[config.mk]
export PLATFORM = sky130hd
export DESIGN_NAME = sdramController
export DESIGN_NICKNAME = d
export VERILOG_FILES = /design/src/source/sdramPkg.sv /design/src/source/sdramCmdIf.sv /design/src/source/commandRegister.sv /design/src/source/dramSequencer.sv /design/src/source/refreshScheduler.sv /design/src/source/sdramController.sv
export SDC_FILE = /design/constraint.sdc
export NUM_CORES = 1
export LEC_CHECK = 0
export ABC_AREA = 1
export BUFFER_PORTS_ARGS = -buffer_cell sky130_fd_sc_hd__buf_2
export CAP_MARGIN = 0
export CORE_MARGIN = 5
export CORE_UTILIZATION = 60
export DETAILED_ROUTE_END_ITERATION = 16
export PLACE_DENSITY = 0.8
export RECOVER_POWER = 50
export SLEW_MARGIN = 20
export SYNTH_ARGS = -nofsm -noshare
export SYNTH_HDL_FRONTEND = slang
export SYNTH_SLANG_ARGS = --single-unit
[constraint.sdc]
create_clock -name Clock -period 2.1 [get_ports Clock]
set_clock_uncertainty 0.15 [all_clocks]
set_input_delay 0.42 -clock Clock [delete_from_list [all_inputs] [get_ports Clock]]
set_output_delay 0.42 -clock Clock [all_outputs]
set_load 0.005 [all_outputs]
[src/source/sdramPkg.sv]
/*
 * shared definitions for the sdram init and refresh controller
 *   sdramOpT   - commands put on the sdram pins
 *   seqStateT  - sequencer states
 *   rowAddrT, bankT, delayT, refCountT - address and counter types
 *   timing constants for a 50 MHz clock and the mode register word
 */

package sdramPkg;

	////////////////////
	// sizes and timing

	localparam int unsigned DelayWidth = 13;			// wide enough for the power-up wait
	localparam int unsigned PowerUpCycles = 5000;		// 100 us at 50 MHz
	localparam int unsigned InitRefreshCount = 8;		// auto-refreshes before mode set
	localparam int unsigned RefreshGapCycles = 3;		// nops after each auto-refresh
	localparam int unsigned ModeGapCycles = 3;			// nops after mode set
	localparam int unsigned RefreshInterval = 375;		// ~7.5 us between refresh requests
	localparam int unsigned RefCountWidth = $clog2(InitRefreshCount + 1);

	////////////////////
	// types

	typedef logic [12:0] rowAddrT;						// A12..A0
	typedef logic [1:0] bankT;							// BA1..BA0
	typedef logic [DelayWidth-1:0] delayT;
	typedef logic [RefCountWidth-1:0] refCountT;

	typedef enum logic [2:0] {
		PowerUp,										// cke and cs low
		Nop,
		PrechargeAll,									// needs A10 high
		AutoRefresh,
		ModeSet
	} sdramOpT;

	typedef enum logic [3:0] {
		PowerWait,
		FirstNop,
		InitPrecharge,
		PrechargeNop,
		InitRefresh,
		InitRefreshGap,
		LoadMode,
		ModeGap,
		Idle,
		RefPrecharge,
		RefNop,
		RefRefresh,
		RefGap
	} seqStateT;

	// mode word: burst length 1, sequential, CAS latency 2 in bits 6..4
	localparam rowAddrT ModeValue = 13'h0020;

endpackage

[src/source/sdramCmdIf.sv]
/*
 * one sdram command from the sequencer to the command register
 *   op, addr, ba   - command and its address fields
 *   initDone       - init sequence finished, releases the cpu reset
 */

`timescale 1ns/1ps

interface sdramCmdIf;

	sdramPkg::sdramOpT op;				// command for this cycle
	sdramPkg::rowAddrT addr;			// A10 set for precharge-all, mode word for mode set
	sdramPkg::bankT ba;					// zero for every command used here
	logic initDone;						// high from idle onward

	// sequencer side
	modport seq (
		output op,
		output addr,
		output ba,
		output initDone
	);

	// command register side
	modport register (
		input op,
		input addr,
		input ba,
		input initDone
	);

endinterface

[src/source/commandRegister.sv]
/*
 * sdram pin register
 *   opcode to cke/cs/ras/cas/we levels
 *   registered pins, address, bank and cpu reset release
 */

`timescale 1ns/1ps

module commandRegister (
	input logic Clock,
	input logic Reset_L,
	sdramCmdIf.register cmd,
	output logic sdramCke,					// active high
	output logic sdramCs,					// active low
	output logic sdramRas,					// active low
	output logic sdramCas,					// active low
	output logic sdramWe,					// active low
	output sdramPkg::rowAddrT sdramAddr,
	output sdramPkg::bankT sdramBa,
	output logic cpuResetOut				// low holds the cpu in reset
);

	logic [4:0] pinCode;					// {cke, cs, ras, cas, we}

	always_comb
	begin
		case (cmd.op)
			sdramPkg::PowerUp:		pinCode = 5'b00000;
			sdramPkg::Nop:			pinCode = 5'b10111;
			sdramPkg::PrechargeAll:	pinCode = 5'b10010;
			sdramPkg::AutoRefresh:	pinCode = 5'b10001;
			sdramPkg::ModeSet:		pinCode = 5'b10000;
			default:				pinCode = 5'b10111;		// nop
		endcase
	end

	// pins change one cycle after the sequencer state
	always_ff @(posedge Clock or negedge Reset_L)
	begin
		if (!Reset_L)
		begin
			{sdramCke, sdramCs, sdramRas, sdramCas, sdramWe} <= 5'b00000;	// power-up levels
			sdramAddr <= '0;
			sdramBa <= '0;
			cpuResetOut <= 1'b0;
		end
		else
		begin
			{sdramCke, sdramCs, sdramRas, sdramCas, sdramWe} <= pinCode;
			sdramAddr <= cmd.addr;
			sdramBa <= cmd.ba;
			cpuResetOut <= cmd.initDone;	// cpu runs once init is done
		end
	end

endmodule

[src/source/dramSequencer.sv]
/*
 * sdram sequencer FSM
 *   power-up wait, precharge-all, initial auto-refreshes, mode set
 *   idle with periodic refresh on request from the scheduler
 *   ack side of the four-phase refresh handshake
 */

`timescale 1ns/1ps

module dramSequencer (
	input logic Clock,
	input logic Reset_L,						// async, active low
	input logic refreshReq,						// from refresh scheduler
	output logic refreshAck,					// held for the whole refresh sequence
	sdramCmdIf.seq cmd
);

	sdramPkg::seqStateT state;
	sdramPkg::delayT delay;						// shared down-counter for power-up and gaps
	sdramPkg::refCountT refCount;				// initial refreshes issued so far

	////////////////////
	// state register and counters

	always_ff @(posedge Clock or negedge Reset_L)
	begin
		if (!Reset_L)
		begin
			state <= sdramPkg::PowerWait;
			delay <= sdramPkg::delayT'(sdramPkg::PowerUpCycles - 1);	// armed for power-up
			refCount <= '0;
			refreshAck <= 1'b0;
		end
		else
		begin
			case (state)
				sdramPkg::PowerWait:
					if (delay == '0)
						state <= sdramPkg::FirstNop;
					else
						delay <= delay - 1'b1;

				sdramPkg::FirstNop:
					state <= sdramPkg::InitPrecharge;

				sdramPkg::InitPrecharge:
					state <= sdramPkg::PrechargeNop;

				sdramPkg::PrechargeNop:
					state <= sdramPkg::InitRefresh;

				sdramPkg::InitRefresh:
				begin
					refCount <= refCount + 1'b1;
					delay <= sdramPkg::delayT'(sdramPkg::RefreshGapCycles - 1);
					state <= sdramPkg::InitRefreshGap;
				end

				sdramPkg::InitRefreshGap:
					if (delay != '0)
						delay <= delay - 1'b1;
					else if (refCount == sdramPkg::refCountT'(sdramPkg::InitRefreshCount))
						state <= sdramPkg::LoadMode;		// all init refreshes done
					else
						state <= sdramPkg::InitRefresh;

				sdramPkg::LoadMode:
				begin
					delay <= sdramPkg::delayT'(sdramPkg::ModeGapCycles - 1);
					state <= sdramPkg::ModeGap;
				end

				sdramPkg::ModeGap:
					if (delay == '0)
						state <= sdramPkg::Idle;
					else
						delay <= delay - 1'b1;

				// handshake: ack rises as idle is left, falls once req is gone
				sdramPkg::Idle:
					if (refreshAck)
					begin
						if (!refreshReq)
							refreshAck <= 1'b0;
					end
					else if (refreshReq)
					begin
						refreshAck <= 1'b1;
						state <= sdramPkg::RefPrecharge;
					end

				sdramPkg::RefPrecharge:
					state <= sdramPkg::RefNop;

				sdramPkg::RefNop:
					state <= sdramPkg::RefRefresh;

				sdramPkg::RefRefresh:
				begin
					delay <= sdramPkg::delayT'(sdramPkg::RefreshGapCycles - 1);
					state <= sdramPkg::RefGap;
				end

				sdramPkg::RefGap:
					if (delay != '0)
						delay <= delay - 1'b1;
					else
					begin
						state <= sdramPkg::Idle;
						if (!refreshReq)
							refreshAck <= 1'b0;			// scheduler reloads on this fall
					end

				default:
					state <= sdramPkg::PowerWait;		// unused encodings restart init
			endcase
		end
	end

	////////////////////
	// command per state

	always_comb
	begin
		cmd.op = sdramPkg::Nop;					// gaps, first nop and idle
		cmd.addr = '0;
		cmd.ba = '0;
		case (state)
			sdramPkg::PowerWait:
				cmd.op = sdramPkg::PowerUp;
			sdramPkg::InitPrecharge, sdramPkg::RefPrecharge:
			begin
				cmd.op = sdramPkg::PrechargeAll;
				cmd.addr[10] = 1'b1;			// all banks
			end
			sdramPkg::InitRefresh, sdramPkg::RefRefresh:
				cmd.op = sdramPkg::AutoRefresh;
			sdramPkg::LoadMode:
			begin
				cmd.op = sdramPkg::ModeSet;
				cmd.addr = sdramPkg::ModeValue;	// ba stays 0
			end
			default:
				cmd.op = sdramPkg::Nop;
		endcase
	end

	// init is over once idle is reached, refreshes keep it high
	assign cmd.initDone = state inside {sdramPkg::Idle, sdramPkg::RefPrecharge,
		sdramPkg::RefNop, sdramPkg::RefRefresh, sdramPkg::RefGap};

endmodule

[src/source/refreshScheduler.sv]
/*
 * refresh interval timer
 *   counts RefreshInterval cycles, then raises refreshReq
 *   req side of the four-phase handshake with the sequencer
 */

`timescale 1ns/1ps

module refreshScheduler (
	input logic Clock,
	input logic Reset_L,
	input logic refreshAck,					// from sequencer
	output logic refreshReq
);

	sdramPkg::delayT count;					// cycles left until next request
	logic ackQ;								// ack one cycle back
	logic ackFall;

	assign ackFall = ackQ && !refreshAck;	// refresh sequence finished

	////////////////////
	// interval counter

	always_ff @(posedge Clock or negedge Reset_L)
	begin
		if (!Reset_L)
		begin
			count <= sdramPkg::delayT'(sdramPkg::RefreshInterval - 1);
			ackQ <= 1'b0;
		end
		else
		begin
			ackQ <= refreshAck;
			if (ackFall)
				count <= sdramPkg::delayT'(sdramPkg::RefreshInterval - 1);	// restart
			else if (count != '0)
				count <= count - 1'b1;		// holds at zero until acked
		end
	end

	////////////////////
	// request

	always_ff @(posedge Clock or negedge Reset_L)
	begin
		if (!Reset_L)
			refreshReq <= 1'b0;
		else if (refreshAck || ackFall)
			refreshReq <= 1'b0;				// drop once seen, stay low while reloading
		else if (count == '0)
			refreshReq <= 1'b1;
	end

endmodule

[src/source/sdramController.sv]
/*
 * sdram init and refresh controller, top level
 *   dramSequencer    - init and refresh FSM
 *   refreshScheduler - refresh interval and request
 *   commandRegister  - registered sdram pins and cpu reset
 */

`timescale 1ns/1ps

module sdramController (
	input logic Clock,						// 50 MHz
	input logic Reset_L,
	output logic sdramCke,
	output logic sdramCs,
	output logic sdramRas,
	output logic sdramCas,
	output logic sdramWe,
	output sdramPkg::rowAddrT sdramAddr,
	output sdramPkg::bankT sdramBa,
	output logic cpuResetOut
);

	logic refreshReq;						// scheduler to sequencer
	logic refreshAck;						// sequencer to scheduler

	sdramCmdIf cmdIf ();					// sequencer to pin register

	dramSequencer dramSequencer_i (
		.Clock      (Clock),
		.Reset_L    (Reset_L),
		.refreshReq (refreshReq),
		.refreshAck (refreshAck),
		.cmd        (cmdIf.seq)
	);

	refreshScheduler refreshScheduler_i (
		.Clock      (Clock),
		.Reset_L    (Reset_L),
		.refreshAck (refreshAck),
		.refreshReq (refreshReq)
	);

	commandRegister commandRegister_i (
		.Clock       (Clock),
		.Reset_L     (Reset_L),
		.cmd         (cmdIf.register),
		.sdramCke    (sdramCke),
		.sdramCs     (sdramCs),
		.sdramRas    (sdramRas),
		.sdramCas    (sdramCas),
		.sdramWe     (sdramWe),
		.sdramAddr   (sdramAddr),
		.sdramBa     (sdramBa),
		.cpuResetOut (cpuResetOut)
	);

endmodule

==> results.cfg <==
[run_status]
status = complete, no violations

[floorplan]
rows = 24
initial_core_util_pct = 61.7
core-area_um2 = 4350
pin_count = 23
die_h_um = 76.9
die_area_um2 = 5910
die_w_um = 76.9

[clock_network]
cts_resized = 0
clkSinkCount = 44
cts_root_buf = clkbuf_8
insertion_delay_ps = 290
clkSlewWorstSetupHoldPaths_ps = 80
cts_tree = done
htreeDepth = 2
clock_path_buffers = 2
cts_setup_buffers = 0
hold_buffers = 1
cts_buffers = 5

[layout]
drive_gt1_share_pct = 12.7
antenna_cells = 0
area.growth.synth_to_final_pct = 6.34
utilization_pct = 65.6
nets = 384

[synth]
yosysWarningCount = 0
ys_async_sr_fraction_pct = 100
synth.top_cells.by_area = dfrtp_1 29%, dfstp_2 13%, nand2_1 12%
avgSynthCellArea_um2 = 7.48
synthDistinctLibCells = 34
yosysTopAreaCellShare_pct = 28.9
synth.largest_area_cell = dfrtp_1
synthCells = 359
ys_ff_latch = 44
syn_area_um2 = 2690
synth_edf_count = 0
yosys_most_used_dff = dfrtp_1
ys_seq_area_share_pct = 41.6

[min_path]
worstHoldStart = refreshScheduler_i.ackQ
hold_class = register to register
min_to = refreshScheduler_i.refreshReq
whs_path_depth = 1

[global_route]
grt_pass1_vias = 2077
grt_overflow_total = 0
grtUsageTotal_pct = 18.6
grt_max_degree = 25
antenna_found_initial = 0
grt_pass1_wl_um = 9110

[power_and_ir_drop]
power_uw = 1510
p_leak_uw = 0.00151
ir_drop_mv = 0.315
power_density_nw_per_um2 = 529

[sta]
tns_ps = 0
rsz0062_at_grt = false
setup_viol = 0
final_max_slew_viol_count = 0
clock.fmax_ghz = 0.555
fin_crit_sh_pct = 85.8
hold_viol = 0
period_needed_ps = 1800
relSlewSlack_pct = 62.0
worstMarginPinSlew_ps = 570

[critical_path]
r2r-start = dramSequencer_i.delay[0]
reg2regPathDepth = 8
crit_type = register to register
cp.required_ps = 2190
cp_max_fo = 7
start_kind = register
r2r-end = dramSequencer_i.delay[9]
reg2reg_slack_ps = 300
cp-end-kind = register
cp_data_arrival_time_ps = 1890

[placement]
place.gp.congestion = 0.942
dp_hpwl_um = 3970
io_buffers = 8

[drt]
ant_nets = 0
drtIter0Drc = 166
first_pass_iters = 4
routed_wl_um = 5240
num_vias = 2242
routedWlPerCell_um = 12.2
drc = 0
vias_per_cell = 5.23

[run]
drv_cap = 0
==> metrics by stage <==
step,instance area (um2),std cells,hold WS (ps),setup WS (ps)
CTS,2880,429,295,304
global route,2860,429,299,137
finish,2860,429,295,297
detailed placement,2760,420,260,314
global placement,2760,420,255,362
floorplan,2730,372,-25.6,513
==> placed cells by master (no fill, tap or decap), types with 2 or more instances in the layout <==
cell type  Yosys  layout
nand2_1       88      88
inv_1         50      50
nor2_1        48      49
dfrtp_1       31      31
nand3_1       30      30
nand4_1       14      14
conb_1         1      14
dfstp_2       13      13
o21ai_0       11      11
xor2_1         8       8
ha_1           6       6
buf_2          0       6
nor2_4         5       5
nor3_1         5       5
clkbuf_8       0       5
a21oi_1        4       4
nand2_2        3       3
nor2_2         4       3
o31ai_1        3       3
clkbuf_1       0       3
buf_4         15       3
o21ai_2        2       2
o21bai_1       2       2
o21ai_1        2       2
or2_2          2       2
==> layer usage <==
layer	up-vias	track usage, %	part of all wire [%]
li1	1139	-	-
met5	-	0	0
met1	1035	24.8	46
met4	0	6.12	0.92
met3	6	3.98	5.5
met2	62	30.1	48
==> power breakdown <==
part / internal, uW / leakage [uW] / switching [uW] / total (uW)
Combinational: 2.48 / 0.000926 / 22.1 / 24.5
Sequential: 848 / 0.000527 / 0 / 848
Clock: 353 / 0.0000552 / 286 / 639
==> flip-flops by register name, summed over array words and instances (netlist names) <==
signal / cells
commandRegister_i.cpuResetOut: 1
commandRegister_i.sdramAddr: 2
commandRegister_i.sdramCas: 1
commandRegister_i.sdramCke: 1
commandRegister_i.sdramRas: 1
commandRegister_i.sdramWe: 1
dramSequencer_i.delay: 13
dramSequencer_i.refCount: 4
dramSequencer_i.refreshAck: 1
dramSequencer_i.state: 4
refreshScheduler_i.ackQ: 1
refreshScheduler_i.count: 13
refreshScheduler_i.refreshReq: 1
==> final cells by class <==
class | count | area [um2]
Clock inverter | 2 | 35.0
Inverter | 52 | 195
Sequential cell | 44 | 1120
Tap cell | 52 | 65.1
Timing Repair Buffer | 13 | 75.1
Clock buffer | 6 | 72.6
Fill cell | 357 | 1500
Multi-Input combinational cell | 260 | 1290
==> critical path, stage by stage, from the launching register on <==
cell,delay [ps]
dfstp_2,520
inv_1,90
ha_1,210
nand3_1,100
nor2_1,60
nor2_2,240
buf_4,210
nand4_1,80
nand2_1,80
==> how the worst max path moves through the flow <==
stage               slack, ps  cells after the start                        to                startpoint
global placement          360                      8  dramSequencer_i.delay[5]  dramSequencer_i.delay[0]
detailed placement        310                      8  dramSequencer_i.delay[9]  dramSequencer_i.delay[0]
CTS                       300                      8  dramSequencer_i.delay[9]  dramSequencer_i.delay[0]
global route              140                      8  dramSequencer_i.delay[4]  dramSequencer_i.delay[5]
finish                    300                      8  dramSequencer_i.delay[9]  dramSequencer_i.delay[0]
floorplan                 510                      9  dramSequencer_i.delay[4]  dramSequencer_i.delay[0]
==> synthesized netlist by cell type, drive strengths merged (2+ instances only) <==
cell    count
nor2       57
nand2      91
a21oi       4
nand3      31
buf        16
nor3        6
or2         2
o21bai      2
inv        51
dfstp      13
o21ai      15
o31ai       3
xor2        8
nand4      14
ha          6
dfrtp      31
==> logic make-up (layout without fill, tap and decap cells) <==
| kind of cell | after synthesis | count (layout) | share of synthesized area (%) |
|---|---|---|---|
| other cells | 1 | 14 | 0.140 |
| xor+xnor | 9 | 9 | 2.94 |
| simple gates | 202 | 202 | 34.0 |
| fa+ha+maj | 6 | 6 | 2.80 |
| compound gates | 29 | 29 | 6.62 |
| flops | 44 | 44 | 41.6 |
| buf+inv | 68 | 73 | 11.9 |
(Power assumes the default switching activity.)
